`config.mk`:
```
export PLATFORM = sky130hd
export DESIGN_NAME = spiUnit
export DESIGN_NICKNAME = d
export VERILOG_FILES = /design/src/hw/spiUnitPkg.sv /design/src/hw/spiPinSync.sv /design/src/hw/spiFrameDecode.sv /design/src/hw/usiBusExec.sv /design/src/hw/misoResult.sv /design/src/hw/spiUnit.sv
export SDC_FILE = /design/constraint.sdc
export NUM_CORES = 1
export LEC_CHECK = 0
export ABC_AREA = 1
export ABC_CLOCK_PERIOD_IN_PS = 7300
export BUFFER_PORTS_ARGS = -buffer_cell sky130_fd_sc_hd__buf_2
export CAP_MARGIN = 20
export CORE_AREA = 8 8 180 182
export CTS_BUF_LIST = sky130_fd_sc_hd__clkbuf_8
export DETAILED_ROUTE_END_ITERATION = 6
export DIE_AREA = 0 0 188 190
export PLACE_DENSITY_LB_ADDON = 0.25
export SLEW_MARGIN = 20
export SYNTH_ARGS = -nofsm -noshare
export SYNTH_HDL_FRONTEND = slang
export SYNTH_SLANG_ARGS = --single-unit
```
`constraint.sdc`:
```
create_clock -name sysClk -period 7.3 [get_ports sysClk]
set_input_delay 1.46 -clock sysClk [delete_from_list [all_inputs] [get_ports sysClk]]
set_output_delay 1.46 -clock sysClk [all_outputs]
set_load 0.01 [all_outputs]
```
`src/hw/spiUnitPkg.sv`:
```
`default_nettype none

package spiUnitPkg;

	//----------------------------------------------------------------------------
	// Frame encodings
	//----------------------------------------------------------------------------

	// Command byte, any other value is an unknown command
	typedef enum logic [7:0]
	{
		opWrite = 8'h02,
		opRead  = 8'h03
	} spiOpcode;

	// Decoder position inside a frame
	typedef enum logic [2:0]
	{
		sIdle,
		sCmd,
		sAdrs,
		sLen,
		sDummy,
		sData,
		sSkip
	} decodeState;

	// Length field counts whole bus words
	localparam int lenBits  = 16;
	// USI bus word
	localparam int wordBits = 32;

endpackage

`default_nettype wire

```
`src/hw/spiPinSync.sv`:
```
`timescale 1ns/10ps
`default_nettype none

module spiPinSync
(
	input  wire  sysClk,
	input  wire  rstN,
	input  wire  spiSck,
	input  wire  spiCs,
	input  wire  spiMosi,
	output logic sckRise,
	output logic sckFall,
	output logic csActive,
	output logic csFall,
	output logic csRise,
	output logic mosiBit
);

	// Stage 0 catches the pin, stage 1 is safe to use
	logic [1:0] sckSync;
	logic [1:0] csSync;
	logic [1:0] mosiSync;
	// Previous settled samples for edge detection
	logic       sckPrev;
	logic       csPrev;

	always_ff @(posedge sysClk or negedge rstN)
	begin
		if (!rstN)
		begin
			// SCK idles low in mode 0, CS idles high
			sckSync  <= 2'b00;
			csSync   <= 2'b11;
			mosiSync <= 2'b00;
			sckPrev  <= 1'b0;
			csPrev   <= 1'b1;
		end
		else
		begin
			sckSync  <= {sckSync[0], spiSck};
			csSync   <= {csSync[0], spiCs};
			mosiSync <= {mosiSync[0], spiMosi};
			sckPrev  <= sckSync[1];
			csPrev   <= csSync[1];
		end
	end

	//----------------------------------------------------------------------------
	// Edge pulses, one sysClk wide
	//----------------------------------------------------------------------------
	assign sckRise  = sckSync[1] & ~sckPrev;
	assign sckFall  = ~sckSync[1] & sckPrev;
	assign csActive = ~csSync[1];
	assign csFall   = ~csSync[1] & csPrev;
	assign csRise   = csSync[1] & ~csPrev;
	// MOSI settles half an SCK period before the rise
	assign mosiBit  = mosiSync[1];

endmodule

`default_nettype wire

```
`src/hw/spiFrameDecode.sv`:
```
`timescale 1ns/10ps
`default_nettype none

module spiFrameDecode
#(
	parameter int pBusAdrsBit = 16
)
(
	input  wire                              sysClk,
	input  wire                              rstN,
	input  wire                              sckRise,
	input  wire                              csActive,
	input  wire                              csFall,
	input  wire                              csRise,
	input  wire                              mosiBit,
	output logic                             cmdValid,
	output spiUnitPkg::spiOpcode             cmdOp,
	output logic [pBusAdrsBit-1:0]           cmdAdrs,
	output logic [spiUnitPkg::lenBits-1:0]   cmdLen,
	input  wire                              cmdReady,
	output logic                             wordValid,
	output logic [spiUnitPkg::wordBits-1:0]  wordData,
	input  wire                              wordReady,
	output logic                             frameAbort
);

	localparam logic [spiUnitPkg::lenBits-1:0] oneWord = 1;

	spiUnitPkg::decodeState              state;
	logic [4:0]                          bitCnt;
	logic [4:0]                          fieldLast;
	logic [spiUnitPkg::wordBits-1:0]     shiftReg;
	logic [spiUnitPkg::wordBits-1:0]     shiftNext;
	logic [spiUnitPkg::lenBits-1:0]      wordsLeft;
	logic [spiUnitPkg::lenBits-1:0]      lenNext;
	spiUnitPkg::spiOpcode                opNext;
	logic                                shifting;
	logic                                fieldEnd;
	logic                                wordDone;

	//----------------------------------------------------------------------------
	// MOSI deserializer
	//----------------------------------------------------------------------------

	// Last bit index of the current field
	always_comb
	begin
		case (state)
			spiUnitPkg::sCmd, spiUnitPkg::sDummy: fieldLast = 5'd7;
			spiUnitPkg::sAdrs, spiUnitPkg::sLen:  fieldLast = 5'd15;
			default:                              fieldLast = 5'd31;
		endcase
	end

	// Only fields in flight take bits
	assign shifting  = sckRise && csActive &&
		(state != spiUnitPkg::sIdle) && (state != spiUnitPkg::sSkip);
	assign fieldEnd  = shifting && (bitCnt == fieldLast);
	assign wordDone  = fieldEnd && (state == spiUnitPkg::sData);
	// MSB first
	assign shiftNext = {shiftReg[spiUnitPkg::wordBits-2:0], mosiBit};
	assign opNext    = spiUnitPkg::spiOpcode'(shiftNext[7:0]);
	assign lenNext   = shiftNext[spiUnitPkg::lenBits-1:0];

	// Any CS rise while a frame is open
	assign frameAbort = csRise && (state != spiUnitPkg::sIdle);

	//----------------------------------------------------------------------------
	// Field sequencer
	//----------------------------------------------------------------------------
	always_ff @(posedge sysClk or negedge rstN)
	begin
		if (!rstN)
		begin
			state     <= spiUnitPkg::sIdle;
			bitCnt    <= '0;
			wordsLeft <= '0;
			cmdValid  <= 1'b0;
			wordValid <= 1'b0;
		end
		else if (csRise)
		begin
			// Frame closed, drop anything not yet taken
			state     <= spiUnitPkg::sIdle;
			cmdValid  <= 1'b0;
			wordValid <= 1'b0;
		end
		else if (csFall)
		begin
			state  <= spiUnitPkg::sCmd;
			bitCnt <= '0;
		end
		else
		begin
			if (cmdValid && cmdReady)
				cmdValid <= 1'b0;
			if (wordValid && wordReady)
				wordValid <= 1'b0;
			if (shifting)
				bitCnt <= fieldEnd ? 5'd0 : bitCnt + 5'd1;

			if (fieldEnd)
			begin
				case (state)
					spiUnitPkg::sCmd:
					begin
						// Unknown command, skip rest of frame
						if (opNext == spiUnitPkg::opWrite || opNext == spiUnitPkg::opRead)
							state <= spiUnitPkg::sAdrs;
						else
							state <= spiUnitPkg::sSkip;
					end
					spiUnitPkg::sAdrs:
						state <= spiUnitPkg::sLen;
					spiUnitPkg::sLen:
					begin
						// Header goes out once, zero length included
						cmdValid  <= 1'b1;
						wordsLeft <= lenNext;
						if (lenNext == '0)
							state <= spiUnitPkg::sSkip;
						else if (cmdOp == spiUnitPkg::opRead)
							state <= spiUnitPkg::sDummy;
						else
							state <= spiUnitPkg::sData;
					end
					spiUnitPkg::sData:
					begin
						wordValid <= 1'b1;
						wordsLeft <= wordsLeft - oneWord;
						// Extra bytes past the length are ignored
						if (wordsLeft == oneWord)
							state <= spiUnitPkg::sSkip;
					end
					default:
						// Dummy byte ends decode work for a read
						state <= spiUnitPkg::sSkip;
				endcase
			end
		end
	end

	// Field payloads
	always_ff @(posedge sysClk)
	begin
		if (shifting)
			shiftReg <= shiftNext;
		if (fieldEnd && state == spiUnitPkg::sCmd)
			cmdOp <= opNext;
		if (fieldEnd && state == spiUnitPkg::sAdrs)
			cmdAdrs <= shiftNext[pBusAdrsBit-1:0];
		if (fieldEnd && state == spiUnitPkg::sLen)
			cmdLen <= lenNext;
		if (wordDone)
			wordData <= shiftNext;
	end

	//----------------------------------------------------------------------------
	// Checks
	//----------------------------------------------------------------------------

	// Executor must drain a word within one word time
	wordOverrun: assert property (@(posedge sysClk) disable iff (!rstN)
		wordDone |-> !wordValid)
		else $error("write word completed while the previous one was still pending");

	// Master keeps SCK quiet outside chip select
	sckOutsideCs: assert property (@(posedge sysClk) disable iff (!rstN)
		(state == spiUnitPkg::sData) |-> !(sckRise && !csActive))
		else $error("SCK rise seen with chip select released during data");

endmodule

`default_nettype wire

```
`src/hw/usiBusExec.sv`:
```
`timescale 1ns/10ps
`default_nettype none

module usiBusExec
#(
	parameter int pBusAdrsBit = 16
)
(
	input  wire                              sysClk,
	input  wire                              rstN,
	input  wire                              cmdValid,
	input  var spiUnitPkg::spiOpcode         cmdOp,
	input  wire  [pBusAdrsBit-1:0]           cmdAdrs,
	input  wire  [spiUnitPkg::lenBits-1:0]   cmdLen,
	output logic                             cmdReady,
	input  wire                              wordValid,
	input  wire  [spiUnitPkg::wordBits-1:0]  wordData,
	output logic                             wordReady,
	input  wire                              frameAbort,
	input  wire                              csRise,
	input  wire                              csActive,
	output logic [pBusAdrsBit-1:0]           usiAdrs,
	output logic [spiUnitPkg::wordBits-1:0]  usiWd,
	output logic                             usiWEd,
	output logic                             usiREd,
	input  wire  [spiUnitPkg::wordBits-1:0]  usiRd,
	output logic                             rdValid,
	output logic [spiUnitPkg::wordBits-1:0]  rdData,
	input  wire                              rdReady,
	output logic                             busMonopoly,
	output logic                             spiIntr
);

	localparam logic [pBusAdrsBit-1:0]         adrsStep = 4;
	localparam logic [spiUnitPkg::lenBits-1:0] oneWord  = 1;

	// Bus access sequencer
	typedef enum logic [2:0]
	{
		exIdle,
		exWrite,
		exRdReq,
		exRdWait,
		exRdCap,
		exRdOffer,
		exDone
	} execState;

	execState                        state;
	logic [pBusAdrsBit-1:0]          curAdrs;
	logic [spiUnitPkg::lenBits-1:0]  remaining;
	logic                            frameKnown;
	logic                            cmdTake;
	logic                            wordTake;
	logic                            knownOp;

	// One header per frame
	assign cmdReady  = (state == exIdle);
	// Hold off while the previous strobe updates the address
	assign wordReady = (state == exWrite) && !usiWEd;
	assign cmdTake   = cmdValid && cmdReady;
	assign wordTake  = wordValid && wordReady;
	assign knownOp   = (cmdOp == spiUnitPkg::opWrite) || (cmdOp == spiUnitPkg::opRead);

	// Address stays put through the strobe cycle
	assign usiAdrs     = curAdrs;
	// Bus owned for the whole chip select window
	assign busMonopoly = csActive;

	//----------------------------------------------------------------------------
	// Sequencer
	//----------------------------------------------------------------------------
	always_ff @(posedge sysClk or negedge rstN)
	begin
		if (!rstN)
		begin
			state      <= exIdle;
			curAdrs    <= '0;
			remaining  <= '0;
			frameKnown <= 1'b0;
			usiWEd     <= 1'b0;
			usiREd     <= 1'b0;
			rdValid    <= 1'b0;
			spiIntr    <= 1'b0;
		end
		else
		begin
			// Completed frame, judged before the abort clears state
			spiIntr <= csRise && frameKnown && (remaining == '0);

			if (frameAbort)
			begin
				state      <= exIdle;
				frameKnown <= 1'b0;
				usiWEd     <= 1'b0;
				usiREd     <= 1'b0;
				rdValid    <= 1'b0;
			end
			else
			begin
				usiWEd <= wordTake;
				usiREd <= (state == exRdReq);

				case (state)
					exIdle:
					begin
						if (cmdTake)
						begin
							curAdrs    <= cmdAdrs;
							remaining  <= cmdLen;
							frameKnown <= knownOp;
							if (!knownOp || cmdLen == '0)
								state <= exDone;
							else if (cmdOp == spiUnitPkg::opRead)
								state <= exRdReq;
							else
								state <= exWrite;
						end
					end
					exWrite:
					begin
						// Step after each strobe
						if (usiWEd)
						begin
							curAdrs   <= curAdrs + adrsStep;
							remaining <= remaining - oneWord;
							if (remaining == oneWord)
								state <= exDone;
						end
					end
					exRdReq:
						state <= exRdWait;
					exRdWait:
					begin
						// Strobe cycle
						curAdrs   <= curAdrs + adrsStep;
						remaining <= remaining - oneWord;
						state     <= exRdCap;
					end
					exRdCap:
					begin
						// Read data valid now
						rdValid <= 1'b1;
						state   <= exRdOffer;
					end
					exRdOffer:
					begin
						// Next fetch only once MISO side took this word
						if (rdReady)
						begin
							rdValid <= 1'b0;
							state   <= (remaining == '0) ? exDone : exRdReq;
						end
					end
					default:
						state <= exDone;
				endcase
			end
		end
	end

	// Bus payload
	always_ff @(posedge sysClk)
	begin
		if (wordTake)
			usiWd <= wordData;
		if (state == exRdCap)
			rdData <= usiRd;
	end

	//----------------------------------------------------------------------------
	// Checks
	//----------------------------------------------------------------------------
	strobeExclusive: assert property (@(posedge sysClk) disable iff (!rstN)
		!(usiWEd && usiREd))
		else $error("write and read strobe asserted in the same cycle");

	// No bus traffic outside the chip select window
	strobeOwned: assert property (@(posedge sysClk) disable iff (!rstN)
		(usiWEd || usiREd) |-> busMonopoly)
		else $error("bus strobe issued without bus ownership");

endmodule

`default_nettype wire

```
`src/hw/misoResult.sv`:
```
`timescale 1ns/10ps
`default_nettype none

module misoResult
(
	input  wire                              sysClk,
	input  wire                              rstN,
	input  wire                              sckFall,
	input  wire                              csActive,
	input  wire                              csFall,
	input  wire                              rdValid,
	input  wire  [spiUnitPkg::wordBits-1:0]  rdData,
	output logic                             rdReady,
	output logic                             spiMiso
);

	// One word of slack between bus and shifter
	logic [spiUnitPkg::wordBits-1:0] bufData;
	logic [spiUnitPkg::wordBits-1:0] shiftReg;
	logic                            bufFull;
	// Past the header and dummy byte
	logic                            dataPhase;
	logic [5:0]                      fallCnt;
	logic                            shiftEdge;
	logic                            loadNow;
	logic                            rdTake;

	assign rdReady   = !bufFull;
	assign rdTake    = rdValid && rdReady;
	assign shiftEdge = sckFall && csActive;
	// Fall 47 puts bit 48 on the line, then every 32 falls
	assign loadNow   = shiftEdge &&
		(dataPhase ? (fallCnt[4:0] == 5'd31) : (fallCnt == 6'd47));

	//----------------------------------------------------------------------------
	// Shifter
	//----------------------------------------------------------------------------
	always_ff @(posedge sysClk or negedge rstN)
	begin
		if (!rstN)
		begin
			bufFull   <= 1'b0;
			dataPhase <= 1'b0;
			fallCnt   <= '0;
			shiftReg  <= '0;
			spiMiso   <= 1'b0;
		end
		else if (csFall)
		begin
			// New frame, forget anything left over
			bufFull   <= 1'b0;
			dataPhase <= 1'b0;
			fallCnt   <= '0;
			shiftReg  <= '0;
			spiMiso   <= 1'b0;
		end
		else
		begin
			if (!csActive)
				spiMiso <= 1'b0;
			else if (loadNow)
			begin
				// Empty buffer means zeros
				dataPhase <= 1'b1;
				fallCnt   <= '0;
				bufFull   <= 1'b0;
				spiMiso   <= bufFull & bufData[spiUnitPkg::wordBits-1];
				shiftReg  <= bufFull ? {bufData[spiUnitPkg::wordBits-2:0], 1'b0} : '0;
			end
			else if (shiftEdge)
			begin
				fallCnt  <= fallCnt + 6'd1;
				spiMiso  <= shiftReg[spiUnitPkg::wordBits-1];
				shiftReg <= {shiftReg[spiUnitPkg::wordBits-2:0], 1'b0};
			end

			if (rdTake)
				bufFull <= 1'b1;
		end
	end

	always_ff @(posedge sysClk)
	begin
		if (rdTake)
			bufData <= rdData;
	end

endmodule

`default_nettype wire

```
`src/hw/spiUnit.sv`:
```
`timescale 1ns/10ps
`default_nettype none

module spiUnit
#(
	parameter int pBusAdrsBit = 16
)
(
	input  wire                             sysClk,
	input  wire                             rstN,
	input  wire                             spiSck,
	input  wire                             spiCs,
	input  wire                             spiMosi,
	output logic                            spiMiso,
	output logic [pBusAdrsBit-1:0]          usiAdrs,
	output logic [spiUnitPkg::wordBits-1:0] usiWd,
	output logic                            usiWEd,
	output logic                            usiREd,
	input  wire  [spiUnitPkg::wordBits-1:0] usiRd,
	output logic                            busMonopoly,
	output logic                            spiIntr
);

	// Synchronized pin events
	logic                             sckRise;
	logic                             sckFall;
	logic                             csActive;
	logic                             csFall;
	logic                             csRise;
	logic                             mosiBit;
	// Decode to execute
	logic                             cmdValid;
	spiUnitPkg::spiOpcode             cmdOp;
	logic [pBusAdrsBit-1:0]           cmdAdrs;
	logic [spiUnitPkg::lenBits-1:0]   cmdLen;
	logic                             cmdReady;
	logic                             wordValid;
	logic [spiUnitPkg::wordBits-1:0]  wordData;
	logic                             wordReady;
	logic                             frameAbort;
	// Execute to MISO
	logic                             rdValid;
	logic [spiUnitPkg::wordBits-1:0]  rdData;
	logic                             rdReady;

	//----------------------------------------------------------------------------
	// Pin synchronizers
	//----------------------------------------------------------------------------
	spiPinSync pinSync
	(
		.sysClk   (sysClk),
		.rstN     (rstN),
		.spiSck   (spiSck),
		.spiCs    (spiCs),
		.spiMosi  (spiMosi),
		.sckRise  (sckRise),
		.sckFall  (sckFall),
		.csActive (csActive),
		.csFall   (csFall),
		.csRise   (csRise),
		.mosiBit  (mosiBit)
	);

	//----------------------------------------------------------------------------
	// Frame decode
	//----------------------------------------------------------------------------
	spiFrameDecode #(
		.pBusAdrsBit (pBusAdrsBit)
	) frameDecode (
		.sysClk     (sysClk),
		.rstN       (rstN),
		.sckRise    (sckRise),
		.csActive   (csActive),
		.csFall     (csFall),
		.csRise     (csRise),
		.mosiBit    (mosiBit),
		.cmdValid   (cmdValid),
		.cmdOp      (cmdOp),
		.cmdAdrs    (cmdAdrs),
		.cmdLen     (cmdLen),
		.cmdReady   (cmdReady),
		.wordValid  (wordValid),
		.wordData   (wordData),
		.wordReady  (wordReady),
		.frameAbort (frameAbort)
	);

	//----------------------------------------------------------------------------
	// USI bus master
	//----------------------------------------------------------------------------
	usiBusExec #(
		.pBusAdrsBit (pBusAdrsBit)
	) busExec (
		.sysClk      (sysClk),
		.rstN        (rstN),
		.cmdValid    (cmdValid),
		.cmdOp       (cmdOp),
		.cmdAdrs     (cmdAdrs),
		.cmdLen      (cmdLen),
		.cmdReady    (cmdReady),
		.wordValid   (wordValid),
		.wordData    (wordData),
		.wordReady   (wordReady),
		.frameAbort  (frameAbort),
		.csRise      (csRise),
		.csActive    (csActive),
		.usiAdrs     (usiAdrs),
		.usiWd       (usiWd),
		.usiWEd      (usiWEd),
		.usiREd      (usiREd),
		.usiRd       (usiRd),
		.rdValid     (rdValid),
		.rdData      (rdData),
		.rdReady     (rdReady),
		.busMonopoly (busMonopoly),
		.spiIntr     (spiIntr)
	);

	// Read words back to the master
	misoResult misoOut
	(
		.sysClk   (sysClk),
		.rstN     (rstN),
		.sckFall  (sckFall),
		.csActive (csActive),
		.csFall   (csFall),
		.rdValid  (rdValid),
		.rdData   (rdData),
		.rdReady  (rdReady),
		.spiMiso  (spiMiso)
	);

endmodule

`default_nettype wire

```
[After elaboration in Yosys (flattened, before gate mapping)]
Cells that the tools add are included.
Operators by class
  add/sub/neg operators: 5
  bitwise gates (word level): 12
  muxes and demuxes: 67
  reductions and logical operators: 51
  equality and inequality tests: 30
Operators with widths (number)
  $mux W32: 5
  $pmux W16 S3: 2
  $mux W16: 4
  $logic_not A16 Y1: 3
  $mux W3: 13
  $eq A16 B1 Y1 const B: 2
  $eq A8 B2 Y1 const B: 4
  $pmux W16 S2: 1
  $sub A16 B1 Y16 const B: 2
  $mux W1: 30
  $mux W6: 4
  $pmux W3 S6: 1
  $reduce_bool A3 Y1: 6
  $logic_and A1 B1 Y1: 17
  $add A16 B3 Y16 const B: 1
  $mux W5: 3
  $reduce_and A2 Y1: 7
  $eq A3 B2 Y1 const B: 4
  $eq A3 B3 Y1 const B: 4
  $pmux W3 S4: 1
  $reduce_and A4 Y1: 3
  $pmux W5 S2: 1
  $reduce_bool A2 Y1: 5
  $ne A3 B3 Y1 const B: 3
  other kinds (20): 39
Storage, ports and cells
  register bits after elaboration: 314
  word-level logic and storage cells: 196
  output and inout port bits: 53
  input port bits: 37

[Logic depth before layout (Yosys ltp)]
  depth after elaboration: 9
  depth in mapped cells: 11
  depth with buffers taken out: 10

[Cells and area by module]
From an unflattened synthesis, not the netlist that was laid out.
Second synthesis, totals
  cells, all modules: 1303
  area total of the unflattened synthesis: 13356.6 µm²
Modules (own cells, without submodules)
  spiFrameDecode: sequential area each 3743.6 µm², instances 1, cells each 447, area an instance 5178.7 µm²
  usiBusExec: sequential area each 2922.8 µm², instances 1, cells each 484, area an instance 4743.3 µm²
  misoResult: sequential area each 1961.9 µm², instances 1, cells each 356, area an instance 3198.1 µm²
  spiPinSync: sequential area each 203.9 µm², instances 1, cells each 16, area an instance 236.5 µm²

[Worst setup path before layout]
No wires, ideal clock.
  kind: reg2reg
  start: register frameDecode.state[1]
  end: register frameDecode.wordData[0] (netlist name) (enable)
  setup slack: 4400 ps
  buffers on the path: 0
  required time: 6878 ps
  arrival time: 2478 ps
  cell stages (with the launch flop): 8
  period minus slack after synthesis: 2900 ps
  library setup time: 422 ps
  cell sequence: dfrtp_1 -> nor2_1 -> nand2_2 -> nand2_1 -> nand2_1 -> nand2_2 -> nand3_1 -> nor2_1
On the way
  longest elaborated chain between the ends: 6
  elaborated cells on any way between the ends: 15
  those cells by class: eq/ne: 7; mux: 1; reduce/logical: 7
Ends and longest elaborated chain
  start: declaration: line spiFrameDecode.sv:29  | spiUnitPkg::decodeState state;
  start signal: assignment: line spiFrameDecode.sv:75  | state <= spiUnitPkg::sIdle;
  start signal: assignment: line spiFrameDecode.sv:84  | state <= spiUnitPkg::sIdle;
  start signal: assignment: line spiFrameDecode.sv:90  | state <= spiUnitPkg::sCmd;
  $eq A3 B2 Y1, or another cell as far along: line spiFrameDecode.sv:48  | case (state)
  $reduce_or A2 Y1: line spiFrameDecode.sv:48
  $pmux W5 S2: line spiFrameDecode.sv:48
  $eq A5 B5 Y1: line spiFrameDecode.sv:58  | assign fieldEnd = shifting && (bitCnt == fieldLast);
  $logic_and A1 B1 Y1: line spiFrameDecode.sv:58
  $logic_and A1 B1 Y1 (*): line spiFrameDecode.sv:59  | assign wordDone = fieldEnd && (state == spiUnitPkg::sData);
  net frameDecode.wordDone: line spiFrameDecode.sv:39  | logic wordDone;
  end signal: assignment: line spiFrameDecode.sv:155  | wordData <= shiftNext;
  end: declaration: line spiFrameDecode.sv:22  | output logic [spiUnitPkg::wordBits-1:0] wordData,
The timed path passes the listed nets; every way through them passes the cells marked *.
A chain may end at the register's enable or synchronous reset.

[Worst setup path after layout]
  start: register frameDecode.state[1]
  end: register frameDecode.wordData[15] (netlist name) (enable)
The elaborated chain is that of the path after synthesis.

==> metrics.cfg <==
[outcome]
status=finished clean

[timing]
rsz0062_at_grt=false
setup_viol=0
maxSlewHeadroom_pct=28.55
worst_pin_slew_ns=1.065
timing.fmax_mhz=305.7
maxSlewViolCount=0
min_period_over_period_pct=44.81
fin_setup_tns_ns=0
hold_viol=0
fin_skew_ns=0.03140
fin_crit_ns=3.271

[cts]
ctsHoldBuffers=0
clockRootBuffer=clkbuf_8
clock_latency_ns=0.57
cts_setup_buffers=0
ctsLongestPathBuffers=3
cts_buffers=52
htreeDepth=2
clock_sinks=313
cts_tree=built
post_cts_resized=0
cts.clk_slew.worst_paths_ns=0.06

[worst_setup_path]
critPathKind=flip-flop to flip-flop
cp-end-kind=flip-flop
rr_endpoint=frameDecode.wordData[15]$_DFFE_PP_
cp_data_required_time_ns=7.46
critPathMaxFanout=33
cp-start-kind=flip-flop
cpPeakStageDelay_ns=0.94
rr_worst_depth=5
r2r_start=frameDecode.state[1]$_DFFE_PN0P_
rrSetupSlack_ns=4.03
crit_arrival_ns=3.44
worst_path_max_delay_cell=nor2_4
crit_path_cell_trace=inv_2 > nand2_1 > nor2_1 > inv_1 > nor2_4

[global_routing]
globalRouteTotalUtil_pct=15.38
grt_pass1_vias=8702
gr-total-overflow=0
antenna_found_initial=0
grt_max_degree=69
grt_first_pass_wirelength_mm=45.60

[die]
fp-row-count=63
start_util_pct=44.73
io_pins=90
core_um2=29400
die_w_um=188
die_h_um=190
dieArea_um2=35720

[power]
vdd_drop_max_mv=0.1459
p_leak_nw=6.275
power.density_nw_per_um2=254.2

[synth]
yosys_warnings=0
ys_seq_area_share_pct=67.16
synth_adder_area_share_pct=1.332
synth_ff_type=edfxtp_1
ys_seq_elements=313
synth-edff-count=199
syn_avg_cell_area_um2=10.68
synth_top_family_by_area=simple AND/OR/NAND/NOR gates
synth-xor-area-share_pct=0.8658
yosys.area_share.simple_pct=20.37
synth-compound-area-share_pct=5.271
synth_cells=1231
ys_types=43
syn_area_um2=13150
synthMuxAreaShare_pct=0
synth_fp_nets=1282
ys_async_sr_fraction_pct=36.42

[route]
post_drt_via_cell_ratio=5.078
drt_iter0_markers=848
drc=0
ant_nets=0
num_vias=8993
post_drt_wl_per_cell_um=15.55
firstDrtPassIters=5
drt-total-wl_mm=27.54

[placement]
gp_congestion=0.8375
dp_hpwl_mm=17.87
numPortBuffers=89
dp_cells=1675
placed_cell_area_um2=13930

[hold_path]
hold_start=pinSync.csSync[0]$_DFF_PN1_
hp-class=flip-flop to flip-flop
holdPathEnd=pinSync.csSync[1]$_DFF_PN1_
hold_path_depth=0

[cells_and_area]
final_nets=1390
drive_gt1_share_pct=14.92
final_cells=1771
diodes=0
area_growth_pct=13.34
fin_area_um2=14910
fillCellCount=2643

[job]
drv_cap=0

through the flow:
| stage | worst slack, ns | util, % | power (mW) | hold WS, ns |
|---|---|---|---|---|
| after CTS | 4.079 | 50.68 | 3.835 | 0.3519 |
| after global placement | 4.189 | 47.39 | 2.391 | 0.3340 |
| after global routing | 3.802 | 50.70 | 3.977 | 0.3569 |
| final | 4.029 | 50.70 | 3.789 | 0.3499 |
| after floorplan | 4.400 | - | 2.294 | 0.3312 |
| after detailed placement | 4.084 | 47.39 | 2.401 | 0.3434 |
final cells by class:
class,instances,area [um^2],share of cell area (%)
Sequential cell,313,8833,59.26
Multi-Input combinational cell,762,3691,24.76
Clock buffer,53,729.5,4.894
Timing Repair Buffer,95,493.0,3.307
Tap cell,390,488.0,3.274
Inverter,115,431.7,2.896
Clock inverter,43,239.0,1.603
flip-flops by register name, summed over array words and instances, names as in the netlist, 3 cells and up:
register	count
busExec.rdData	32
busExec.remaining	16
busExec.state	3
busExec.usiAdrs	16
busExec.usiWd	32
frameDecode.bitCnt	5
frameDecode.cmdAdrs	16
frameDecode.cmdLen	16
frameDecode.cmdOp	8
frameDecode.shiftReg	31
frameDecode.state	3
frameDecode.wordData	32
frameDecode.wordsLeft	16
misoOut.bufData	32
misoOut.fallCnt	6
misoOut.shiftReg	31
cells in the mapped netlist, drive strengths merged, types with 3 or more instances:
library cell | number | share of area (%)
or2 | 5 | 0.24
nand4 | 45 | 2.3
nor3 | 25 | 0.99
nor2 | 119 | 3.7
o211ai | 5 | 0.29
a21oi | 31 | 1.2
nand2 | 298 | 8.6
xor2 | 9 | 0.60
dfrtp | 111 | 21
inv | 113 | 3.2
dfstp | 3 | 0.60
edfxtp | 199 | 45
clkbuf | 19 | 0.62
nand3 | 113 | 4.3
ha | 14 | 1.3
buf | 22 | 1.1
o22ai | 8 | 0.38
o21ai | 76 | 3.0
xnor2 | 4 | 0.27
worst max path at each step:
stage                                                     to  cells after the start  slack [ns]                        startpoint
after floorplan            frameDecode.wordData[0]$_DFFE_PP_                      7        4.40  frameDecode.state[1]$_DFFE_PN0P_
after global placement    frameDecode.wordData[14]$_DFFE_PP_                      5        4.19  frameDecode.state[1]$_DFFE_PN0P_
after detailed placement  frameDecode.wordData[14]$_DFFE_PP_                      5        4.08  frameDecode.state[1]$_DFFE_PN0P_
after CTS                 frameDecode.wordData[19]$_DFFE_PP_                      5        4.08  frameDecode.state[1]$_DFFE_PN0P_
after global routing      frameDecode.wordData[20]$_DFFE_PP_                      5        3.80  frameDecode.state[1]$_DFFE_PN0P_
final                     frameDecode.wordData[15]$_DFFE_PP_                      5        4.03  frameDecode.state[1]$_DFFE_PN0P_
kinds of logic after synthesis:
family                   after synthesis
AO/OA/AOI/OAI                        126
XOR/XNOR                              13
adder cells (fa/ha/maj)               14
buffers and inverters                156
flip-flops                           313
AND/OR/NAND/NOR                      609
routing by layer:
layer | track usage, % | vias to the layer above | wire, um
met5 | 0 | - | 0
met4 | 4.121 | 0 | 414
met3 | 2.856 | 41 | 1584
met2 | 24.16 | 248 | 12580
met1 | 21.73 | 4288 | 12960
li1 | - | 4416 | -
where the power goes:
group | switching [mW] | leakage [nW] | internal [mW]
combinational | 0.258 | 2.34 | 0.127
clock | 0.673 | 0.588 | 0.750
sequential | 0.0463 | 3.35 | 1.93
critical path, delay by kind of cell, from the launching register on:
kind / cells / cell delay (ns)
buffers and inverters: 2 / 0.69
DFF: 1 / 0.46
and+or+nand+nor: 3 / 1.70
placed cells by master (no fill, tap or decap), drive strengths merged:
cell / Yosys / layout
edfxtp: 199 / 199
or2: 5 / 5
xor2: 9 / 9
nand3b: 1 / 1
buf: 22 / 95
ha: 14 / 14
nand4: 45 / 45
inv: 113 / 138
o211ai: 5 / 5
o21ai: 76 / 76
a211oi: 1 / 1
a2bb2oi: 1 / 1
bufinv: 0 / 2
clkinv: 2 / 18
clkbuf: 19 / 53
a21boi: 1 / 1
nand3: 113 / 113
nand2: 298 / 298
nor2: 119 / 119
dfrtp: 111 / 111
nor4: 2 / 2
o22ai: 8 / 8
o31ai: 2 / 2
a21oi: 31 / 31
xnor2: 4 / 4
a31oi: 1 / 1
dfstp: 3 / 3
and3: 1 / 1
nor3: 25 / 25
No activity file was read; power rests on OpenSTA's default activity.
